File: src/verilog/isaPkg.sv
package isaPkg;
	typedef logic [15:0] instrWord;
	typedef logic [2:0] regAddr;
	typedef logic [4:0] opField;

	// low bit of each field inside the word
	localparam int opPos = 11;
	localparam int rsPos = 8;
	localparam int rtPos = 5;
	localparam int rdPos = 2;

	localparam instrWord nopWord = 16'hE800;
	localparam instrWord haltWord = 16'hE000;

	function automatic opField opOf(instrWord w);
		return w[opPos +: 5];
	endfunction

	function automatic regAddr rsOf(instrWord w);
		return w[rsPos +: 3];
	endfunction

	function automatic regAddr rtOf(instrWord w);
		return w[rtPos +: 3];
	endfunction

	function automatic regAddr rdOf(instrWord w);
		return w[rdPos +: 3];
	endfunction

	function automatic logic isLoad(instrWord w);
		return &w[14:11];
	endfunction

	function automatic logic isStore(instrWord w);
		return w[14:11] == 4'b1110;
	endfunction

	function automatic logic writesReg(instrWord w);
		opField op;
		op = opOf(w);
		return !(op == 5'b01110 || op[4:2] == 3'b101 || op[4:1] == 4'b1100 ||
			op[4:1] == 4'b1110 || op == 5'b11110 || op == 5'b10011);
	endfunction

	function automatic regAddr destOf(instrWord w);
		opField op;
		op = opOf(w);
		if (op[4:2] == 3'b011)
			return rsOf(w); // load-immediate and load-upper write back into rs
		else if (op[4:1] == 4'b1101)
			return 3'd7; // link register
		else if (op[4] && op != 5'b11111)
			return rdOf(w);
		else
			return rtOf(w);
	endfunction
endpackage
File: src/verilog/ctrlPkg.sv
package ctrlPkg;
	import isaPkg::*;

	typedef logic [2:0] aluOp;
	typedef logic [1:0] extSel;
	typedef logic [1:0] flagCode;
	typedef logic [1:0] shiftCode;
	typedef logic [1:0] aSel;

	// where a forwarded operand is taken from
	typedef enum logic [1:0] {
		fromMemStage = 2'b00,
		fromMemData = 2'b01,
		fromWbStage = 2'b10,
		fromFinalStage = 2'b11
	} fwdSel;

	typedef struct packed {
		logic notBranchOrJump;
		extSel signExtSel;
		logic zeroExtend8;
		logic nextPcSel;
		logic branchImmedSel;
		logic loadR7;
		logic dataOut2Sel;
		flagCode setFlagD;
		logic branch;
		logic jump;
	} decodeCtl;

	typedef struct packed {
		aluOp aluOp;
		logic addMode;
		shiftCode shiftMode;
		flagCode setFlagE;
		aSel aOp;
		logic zeroB;
		logic flagMux;
	} executeCtl;

	typedef struct packed {
		logic wrMemEn;
		logic memToReg;
		logic wrRegEn;
		regAddr wrRegAddr;
	} memWbCtl;

	typedef struct packed {
		logic forwardRs;
		logic forwardRt;
		fwdSel rsForwardSel;
		fwdSel rtForwardSel;
		fwdSel bjForwardSel;
	} forwardCtl;

	typedef enum logic {divIdle, divWait} divPhase;
endpackage

File: src/verilog/pipeControl.sv
`timescale 1ns/100ps

module pipeControl import isaPkg::*, ctrlPkg::*; (
	input logic clk,
	input logic rst,
	input instrWord Instruct,
	input logic divReady,
	output decodeCtl decode,
	output executeCtl execute,
	output memWbCtl memWb,
	output forwardCtl forward,
	output logic Stall,
	output logic FetchStall,
	output logic Halt
);

	instrWord decodeWord, execWord, memWord, memDataWord, finalWord;
	logic divStart;

	stageRegs stageRegs_inst (
		.clk, .rst, .Instruct, .Stall, .FetchStall, .Halt,
		.decodeWord, .execWord, .memWord, .memDataWord, .finalWord
	);

	decodeCtrl decodeCtrl_inst (.decodeWord, .decode);

	executeCtrl executeCtrl_inst (.execWord, .execute, .divStart);

	memWbCtrl memWbCtrl_inst (.memWord, .memDataWord, .finalWord, .memWb);

	hazardUnit hazardUnit_inst (
		.clk, .rst, .execWord, .decodeWord, .memWord, .divStart, .divReady,
		.Halt, .Stall, .FetchStall, .forward
	);

endmodule

File: src/verilog/hazardUnit.sv
`timescale 1ns/100ps

module hazardUnit import isaPkg::*, ctrlPkg::*; (
	input logic clk,
	input logic rst,
	input instrWord execWord,
	input instrWord decodeWord,
	input instrWord memWord,
	input logic divStart,
	input logic divReady,
	input logic Halt,
	output logic Stall,
	output logic FetchStall,
	output forwardCtl forward
);

	logic validDest4, validDest5, validDest6;
	regAddr dest4, dest5, dest6;
	regAddr execRs, execRt, decRs;
	opField execOp, decOp;
	logic [2:0] rsHit, rtHit, bjHit; // bit 0 is stage 4, bit 2 is stage 6
	logic rsEnable, rtEnable, bjRegEnable;
	logic loadInMem, loadUse, stallReg, divStall;
	divPhase phase;

	// youngest matching stage wins
	function automatic fwdSel pickSel(logic [2:0] hit, logic memLoad);
		if (hit[0] && memLoad)
			return fromMemData;
		else if (hit[0])
			return fromMemStage;
		else if (hit[1])
			return fromWbStage;
		else if (hit[2])
			return fromFinalStage;
		else
			return fromMemStage;
	endfunction

	assign execOp = opOf(execWord);
	assign decOp = opOf(decodeWord);
	assign execRs = rsOf(execWord);
	assign execRt = rtOf(execWord);
	assign decRs = rsOf(decodeWord);

	// destinations follow the words, a halt drains them along with the stages
	always_ff @(posedge clk or posedge rst) begin
		if (rst) begin
			validDest4 <= 1'b0;
			validDest5 <= 1'b0;
			validDest6 <= 1'b0;
			dest4 <= '0;
			dest5 <= '0;
			dest6 <= '0;
		end else if (Halt || !Stall) begin
			validDest4 <= writesReg(execWord);
			validDest5 <= validDest4;
			validDest6 <= validDest5;
			dest4 <= destOf(execWord);
			dest5 <= dest4;
			dest6 <= dest5;
		end
	end

	assign rsEnable = execOp != 5'b01100 && execOp != 5'b01111 && execOp != 5'b11000 &&
		execOp != 5'b11010 && execOp[4:1] != 4'b1110 && execOp[4:2] != 3'b101;
	assign rtEnable = execOp[4:2] == 3'b100; // only register format ALU words read rt here
	assign bjRegEnable = decOp[4:2] == 3'b101 || (decOp[4:2] == 3'b110 && decOp[0]);

	assign rsHit = {validDest6 && execRs == dest6, validDest5 && execRs == dest5,
		validDest4 && execRs == dest4};
	assign rtHit = {validDest6 && execRt == dest6, validDest5 && execRt == dest5,
		validDest4 && execRt == dest4};
	assign bjHit = {1'b0, validDest5 && decRs == dest5, validDest4 && decRs == dest4};

	assign loadInMem = isLoad(memWord);

	always_comb begin
		forward.forwardRs = rsEnable && |rsHit;
		forward.forwardRt = rtEnable && |rtHit;
		forward.rsForwardSel = pickSel(rsHit, loadInMem);
		forward.rtForwardSel = pickSel(rtHit, loadInMem);
		if (bjRegEnable && |bjHit)
			forward.bjForwardSel = pickSel(bjHit, loadInMem);
		else
			forward.bjForwardSel = fromFinalStage;
	end

	// the branch needs rs in decode, and the writer still sits in execute
	assign FetchStall = bjRegEnable && writesReg(execWord) && destOf(execWord) == decRs;

	assign loadUse = loadInMem && ((rsEnable && rsHit[0]) || (rtEnable && rtHit[0]));

	always_ff @(posedge clk or posedge rst) begin
		if (rst)
			stallReg <= 1'b0;
		else if (loadUse)
			stallReg <= Stall; // flips so the load-use stall lasts one cycle
	end

	always_ff @(posedge clk or posedge rst) begin
		if (rst) begin
			phase <= divIdle;
		end else begin
			case (phase)
				divIdle: if (divStart && divReady) phase <= divWait;
				divWait: if (!Stall) phase <= divIdle;
				default: phase <= divIdle;
			endcase
		end
	end

	assign divStall = divStart && phase == divIdle;
	assign Stall = (loadUse ^ stallReg) | divStall;

	// the pipe comes out of reset full of NOPs, so nothing may stall at once
	quietAfterReset: assert property (
		@(posedge clk) $fell(rst) |-> !Stall && !FetchStall
	);

	// the stalled words stay put so the toggle releases the stall after one cycle
	loadUseOneCycle: assert property (
		@(posedge clk) disable iff (rst)
			loadUse && !stallReg && !divStall && !Halt |=> !Stall
	);

endmodule

File: src/verilog/memWbCtrl.sv
`timescale 1ns/100ps

module memWbCtrl import isaPkg::*, ctrlPkg::*; (
	input instrWord memWord,
	input instrWord memDataWord,
	input instrWord finalWord,
	output memWbCtl memWb
);

	// each field comes from the stage whose timing it has to meet
	always_comb begin
		memWb.wrMemEn = isStore(memWord);
		memWb.memToReg = isLoad(memDataWord); // picks the read data over the ALU result
		memWb.wrRegEn = writesReg(finalWord);
		memWb.wrRegAddr = destOf(finalWord);
	end

endmodule

File: src/verilog/executeCtrl.sv
`timescale 1ns/100ps

module executeCtrl import isaPkg::*, ctrlPkg::*; (
	input instrWord execWord,
	output executeCtl execute,
	output logic divStart
);

	opField op;
	logic [1:0] fn;

	assign op = opOf(execWord);
	assign fn = execWord[1:0];

	// the first matching row wins, register format rows use the function bits
	always_comb begin
		casez ({op, fn})
			7'b00010zz: execute.aluOp = 3'b010;
			7'b00011zz: execute.aluOp = 3'b011;
			7'b00100zz: execute.aluOp = 3'b100;
			7'b00101zz: execute.aluOp = 3'b101;
			7'b00110zz: execute.aluOp = 3'b110;
			7'b010zzzz: execute.aluOp = 3'b001; // immediate shifts
			7'b01101zz: execute.aluOp = 3'b101;
			7'b1000010: execute.aluOp = 3'b010;
			7'b1000011: execute.aluOp = 3'b011;
			7'b1000100: execute.aluOp = 3'b100;
			7'b1000101: execute.aluOp = 3'b101;
			7'b1000110: execute.aluOp = 3'b110;
			7'b1000111: execute.aluOp = 3'b111;
			7'b10010zz: execute.aluOp = 3'b001;
			default: execute.aluOp = 3'b000;
		endcase
	end

	always_comb begin
		// subtract for the immediate subtract, register subtract and the compares
		execute.addMode = !(op == 5'b00001 || (op == 5'b10000 && fn == 2'b01) ||
			(op == 5'b10011 && fn != 2'b11));

		execute.shiftMode = (op[4:2] == 3'b010) ? op[1:0] : fn;
		execute.setFlagE = fn;

		execute.aOp[0] = op == 5'b01100 || op[4:1] == 4'b0111 ||
			(op == 5'b10001 && fn == 2'b11);
		execute.aOp[1] = op[4:2] == 3'b011;

		execute.zeroB = op[4:2] == 3'b101 || op[4:1] == 4'b1101;
		execute.flagMux = op == 5'b10011;
	end

	assign divStart = op == 5'b00011 || (op == 5'b10000 && fn == 2'b11);

endmodule

File: src/verilog/decodeCtrl.sv
`timescale 1ns/100ps

module decodeCtrl import isaPkg::*, ctrlPkg::*; (
	input instrWord decodeWord,
	output decodeCtl decode
);

	opField op;
	logic isBranch;
	logic isJump;
	logic jumpReg;
	logic jumpImm;

	assign op = opOf(decodeWord);

	assign isBranch = op[4:2] == 3'b101;
	assign isJump = op[4:2] == 3'b110;
	assign jumpReg = isJump && op[0]; // register jumps take rs plus an offset
	assign jumpImm = isJump && !op[0];

	always_comb begin
		decode.notBranchOrJump = !(isBranch || isJump);
		decode.branch = isBranch;
		decode.jump = isJump;

		// 00 five bit, 01 eight bit, 10 eleven bit, 11 eight bit shifted into the upper byte
		decode.signExtSel[0] = op[4:2] == 3'b011 || isBranch || jumpReg ||
			op[4:1] == 4'b1111;
		decode.signExtSel[1] = op[4:1] == 4'b0111 || jumpImm;
		decode.zeroExtend8 = op[4:1] == 4'b0111;

		decode.nextPcSel = !jumpReg;
		decode.branchImmedSel = jumpImm;
		decode.loadR7 = op[4:1] == 4'b1101;
		decode.dataOut2Sel = op[4:2] != 3'b100; // register format reads rt from the file
		decode.setFlagD = op[1:0];
	end

endmodule

File: src/verilog/stageRegs.sv
`timescale 1ns/100ps

module stageRegs import isaPkg::*; (
	input logic clk,
	input logic rst,
	input instrWord Instruct,
	input logic Stall,
	input logic FetchStall,
	output logic Halt,
	output instrWord decodeWord,
	output instrWord execWord,
	output instrWord memWord,
	output instrWord memDataWord,
	output instrWord finalWord
);

	// finalWord only exists to line the register write up with the writeback timing
	always_ff @(posedge clk or posedge rst) begin
		if (rst) begin
			decodeWord <= nopWord;
			execWord <= nopWord;
			memWord <= nopWord;
			memDataWord <= nopWord;
			finalWord <= nopWord;
		end else if (Halt) begin
			execWord <= decodeWord; // halt copies drain the back of the pipe
			memWord <= execWord;
			memDataWord <= memWord;
			finalWord <= memDataWord;
		end else if (Stall) begin
			decodeWord <= decodeWord; // every stage holds
		end else if (FetchStall) begin
			execWord <= nopWord;
			memWord <= execWord;
			memDataWord <= memWord;
			finalWord <= memDataWord;
		end else begin
			decodeWord <= Instruct;
			execWord <= decodeWord;
			memWord <= execWord;
			memDataWord <= memWord;
			finalWord <= memDataWord;
		end
	end

	assign Halt = decodeWord == haltWord;

endmodule

File: config.mk
export PLATFORM = sky130hd
export DESIGN_NAME = pipeControl
export DESIGN_NICKNAME = d
export VERILOG_FILES = /design/src/verilog/isaPkg.sv /design/src/verilog/ctrlPkg.sv /design/src/verilog/pipeControl.sv /design/src/verilog/hazardUnit.sv /design/src/verilog/memWbCtrl.sv /design/src/verilog/executeCtrl.sv /design/src/verilog/decodeCtrl.sv /design/src/verilog/stageRegs.sv
export SDC_FILE = /design/constraint.sdc
export NUM_CORES = 1
export LEC_CHECK = 0
export ABC_CLOCK_PERIOD_IN_PS = 4600
export BUFFER_PORTS_ARGS = -buffer_cell sky130_fd_sc_hd__buf_2
export CAP_MARGIN = 5
export CORE_UTILIZATION = 45
export CTS_CLUSTER_DIAMETER = 150
export DETAILED_ROUTE_END_ITERATION = 7
export PLACE_DENSITY = 0.62
export SYNTH_ARGS = -nofsm -noshare
export SYNTH_HDL_FRONTEND = slang
export SYNTH_SLANG_ARGS = --single-unit
File: constraint.sdc
create_clock -name clk -period 4.6 [get_ports clk]
set_clock_uncertainty 0.2 [all_clocks]
set_input_delay 0.23 -clock clk [delete_from_list [all_inputs] [get_ports clk]]
set_output_delay 0.23 -clock clk [all_outputs]
set_load 0.01 [all_outputs]
==> reports/qor.yml <==
post-place-cells: 661
finalWeightedCongestion: 0.7910
grt_max_degree: 69
wirelength_mm: 10.17
cts_inserted_buffers: 9
wl_per_cell_microns: 14.64
p_leak_nw: 2.506
ctsResizeCount: 0
r2r_setup_slack_ps: 980
port-buffer-count: 59
max_freq_mhz: 276.4
p_per_area_nw_per_um2: 835.3
area_delta_synth_final_pct: 12.78
synth-xor-area-share: 0.05495
synthAdderAreaFrac: 0
drc: 0
layout_commonest_cell: "nand2_1"
die_x_microns: 103.3
setup_violations: 0
hold_path_depth: 2
endpoint_kind: "register"
cts_root_buf: "clkbuf_8"
instances_no_fill: 695
first_pass_iters: 4
min_path_type: "register to register"
antenna_cells: 0
cts_setup_buffers: 0
slew-limit-headroom: 0.3667
start_util: 0.4685
rsz0062_at_grt: "false"
cts-htree-levels: 3
cp.required_ps: 4640
row_count: 36
power_frac_comb: 0.477
setup_tns_ps: 0
dp_hpwl_mm: 6.922
p_int_mw: 2.401
path_clk_slew_ps: 90
die_area_sq_um: 10680
worst_pin_slew_ps: 946.4
ys_ff_latch: 88
r2r_cells: 7
viasPerCell: 5.167
crit_type: "register to register"
switching_share: 0.4486
yosys.area.top_type_share: 0.3682
holdPathEnd: "stageRegs_inst.memDataWord[15]$_DFFE_PP1P_"
grt_pass1_vias: 3366
cap_violations: 0
fin_area_sq_um: 5213
ant_nets: 0
clk-insertion-delay-late_ps: 350
grt_pass1_wl_mm: 16.50
syn-instance-count: 513
hold_viol_final: 0
startpoint_type: "register"
ys_types: 55
min_period_ps: 3619
final_nets: 576
ys_seq_area_frac: 0.4819
synth_edf_count: 0
final_cell_mix: "170 x nand2_1, 68 x dfrtp_1, 59 x buf_2, 24 x nor2_1, 22 x xnor2_1"
synthMuxAreaShare: 0.05820
clockBufferDepth: 2
worstReg2RegEnd: "stageRegs_inst.decodeWord[12]$_DFFE_PP0P_"
die_h_microns: 103.3
crit_arrival_ps: 3660
grt_use_total: 0.2025
drt_iter0_drc: 118
drv_slew: 0
yosysTopAreaCell: "dfrtp_1"
synth.net_count: 532
async_reset_ff_frac: 1.000
pin_count: 60
syn_area_per_cell_sq_um: 9.010
core_sq_um: 9864
status: "completed"
seq_power_share: 0.412
hold_path.startpoint: "stageRegs_inst.memDataWord[15]$_DFFE_PP1P_"
grt_antenna_before_repair: 0
cts_tree: "done"
synthSimpleGateAreaFrac: 0.2439
min_period_over_period: 0.7866
synth.area.top_cells: "dfrtp_1 37%, nand2_1 14%, dfstp_2 11%"
drive_gt1_frac: 0.2206
r2r-start: "stageRegs_inst.execWord[15]$_DFFE_PP1P_"
vias: 3591
dpl-instance-area_sq_um: 4862
path_max_fanout: 20
cts_sinks: 88
clkPwrFrac: 0.112
ir_worst_vdd_uv: 569.6
synth_compound_area_frac: 0.09854
synth_top_family_by_area: "simple AND/OR/NAND/NOR gates"
syn_area_sq_um: 4622
p_switching_mw: 1.953
overflow: 0
synth-main-ff-cell: "dfrtp_1"
yosys_warnings: 0
-- registers in the layout, summed over array words and instances, names as in the netlist, 3 cells and up --
signal / cells
stageRegs_inst.memDataWord: 14
hazardUnit_inst.dest6: 3
stageRegs_inst.memWord: 14
stageRegs_inst.finalWord: 14
hazardUnit_inst.dest4: 3
stageRegs_inst.decodeWord: 16
stageRegs_inst.execWord: 16
hazardUnit_inst.dest5: 3
-- cell families after synthesis --
| group | Yosys count |
|---|---|
| flip-flops | 88 |
| multiplexers | 21 |
| XOR/XNOR | 29 |
| buffers and inverters | 57 |
| AO/OA/AOI/OAI | 64 |
| AND/OR/NAND/NOR | 254 |
-- worst max-delay path by stage --
| stage | from | end | slack [ps] | cells after the start |
|---|---|---|---|---|
| finish | stageRegs_inst.execWord[15]$_DFFE_PP1P_ | stageRegs_inst.decodeWord[12]$_DFFE_PP0P_ | 980 | 7 |
| global route | stageRegs_inst.execWord[15]$_DFFE_PP1P_ | stageRegs_inst.decodeWord[10]$_DFFE_PP0P_ | 840 | 7 |
| detailed placement | stageRegs_inst.execWord[15]$_DFFE_PP1P_ | stageRegs_inst.decodeWord[0]$_DFFE_PP0P_ | 1030 | 7 |
| CTS | stageRegs_inst.execWord[15]$_DFFE_PP1P_ | stageRegs_inst.decodeWord[10]$_DFFE_PP0P_ | 1010 | 7 |
| floorplan | stageRegs_inst.execWord[14]$_DFFE_PP1P_ | stageRegs_inst.decodeWord[0]$_DFFE_PP0P_ | 1610 | 10 |
| global placement | stageRegs_inst.execWord[15]$_DFFE_PP1P_ | stageRegs_inst.decodeWord[1]$_DFFE_PP0P_ | 1120 | 7 |
-- cells in the mapped netlist (8+ instances only) --
cell,count
dfstp_2,20
buf_2,14
mux2_4,10
a21oi_1,11
o21ai_0,16
dfrtp_1,68
clkbuf_1,17
nand4_1,11
inv_1,10
xnor2_1,22
a22o_1,13
nor2_1,24
nand2_1,170
buf_4,8
-- per-stage QoR --
step	hold WS, ps	setup slack, ps	power (mW)	utilization
floorplan	169.9	1610	3.396	-
global placement	174.1	1121	3.810	0.4929
detailed placement	190.6	1028	3.890	0.4929
CTS	260.9	1008	4.392	0.5284
global route	280.3	840.6	4.730	0.5284
finish	258.9	981.4	4.354	0.5284
-- power groups by stage --
stage	clock network, mW	logic, mW	registers (mW)
floorplan	0	1.93	1.47
global placement	0	2.03	1.78
detailed placement	0	2.09	1.80
CTS	0.501	2.10	1.79
global route	0.531	2.34	1.86
finish	0.487	2.07	1.79
-- layout make-up --
type                            instances  area, sq um
Inverter                               10        38.79
Clock buffer                           10        127.6
Clock inverter                          6        42.54
Fill cell                             938         4652
Multi-Input combinational cell        368         2112
Sequential cell                        88         2227
Timing Repair Buffer                   80        498.0
Tap cell                              133        166.4
-- timing repair --
action                     4_1_cts  5_1_grt
hold buffers                    18        0
hold endpoints to repair        40        0
setup endpoints to repair        0        0
-- critical path: stages (launching register included) --
cell and delay [ps]:
dfstp_2 720, or2b_1 310, a21oi_2 220, nor4_4 90
nor4_1 770, nor2_2 80, or3_1 690, mux2_4 420
-- metal layers --
metal  vias to the layer above  global-route usage  wire length (microns)
met5                         -                   0                      0
met4                         0             0.08992                    240
met3                        16             0.02688                    338
met2                        83              0.3260                   4750
met1                      1713              0.2741                   4845
li1                       1779                   -                      -
(Power assumes the default switching activity.)
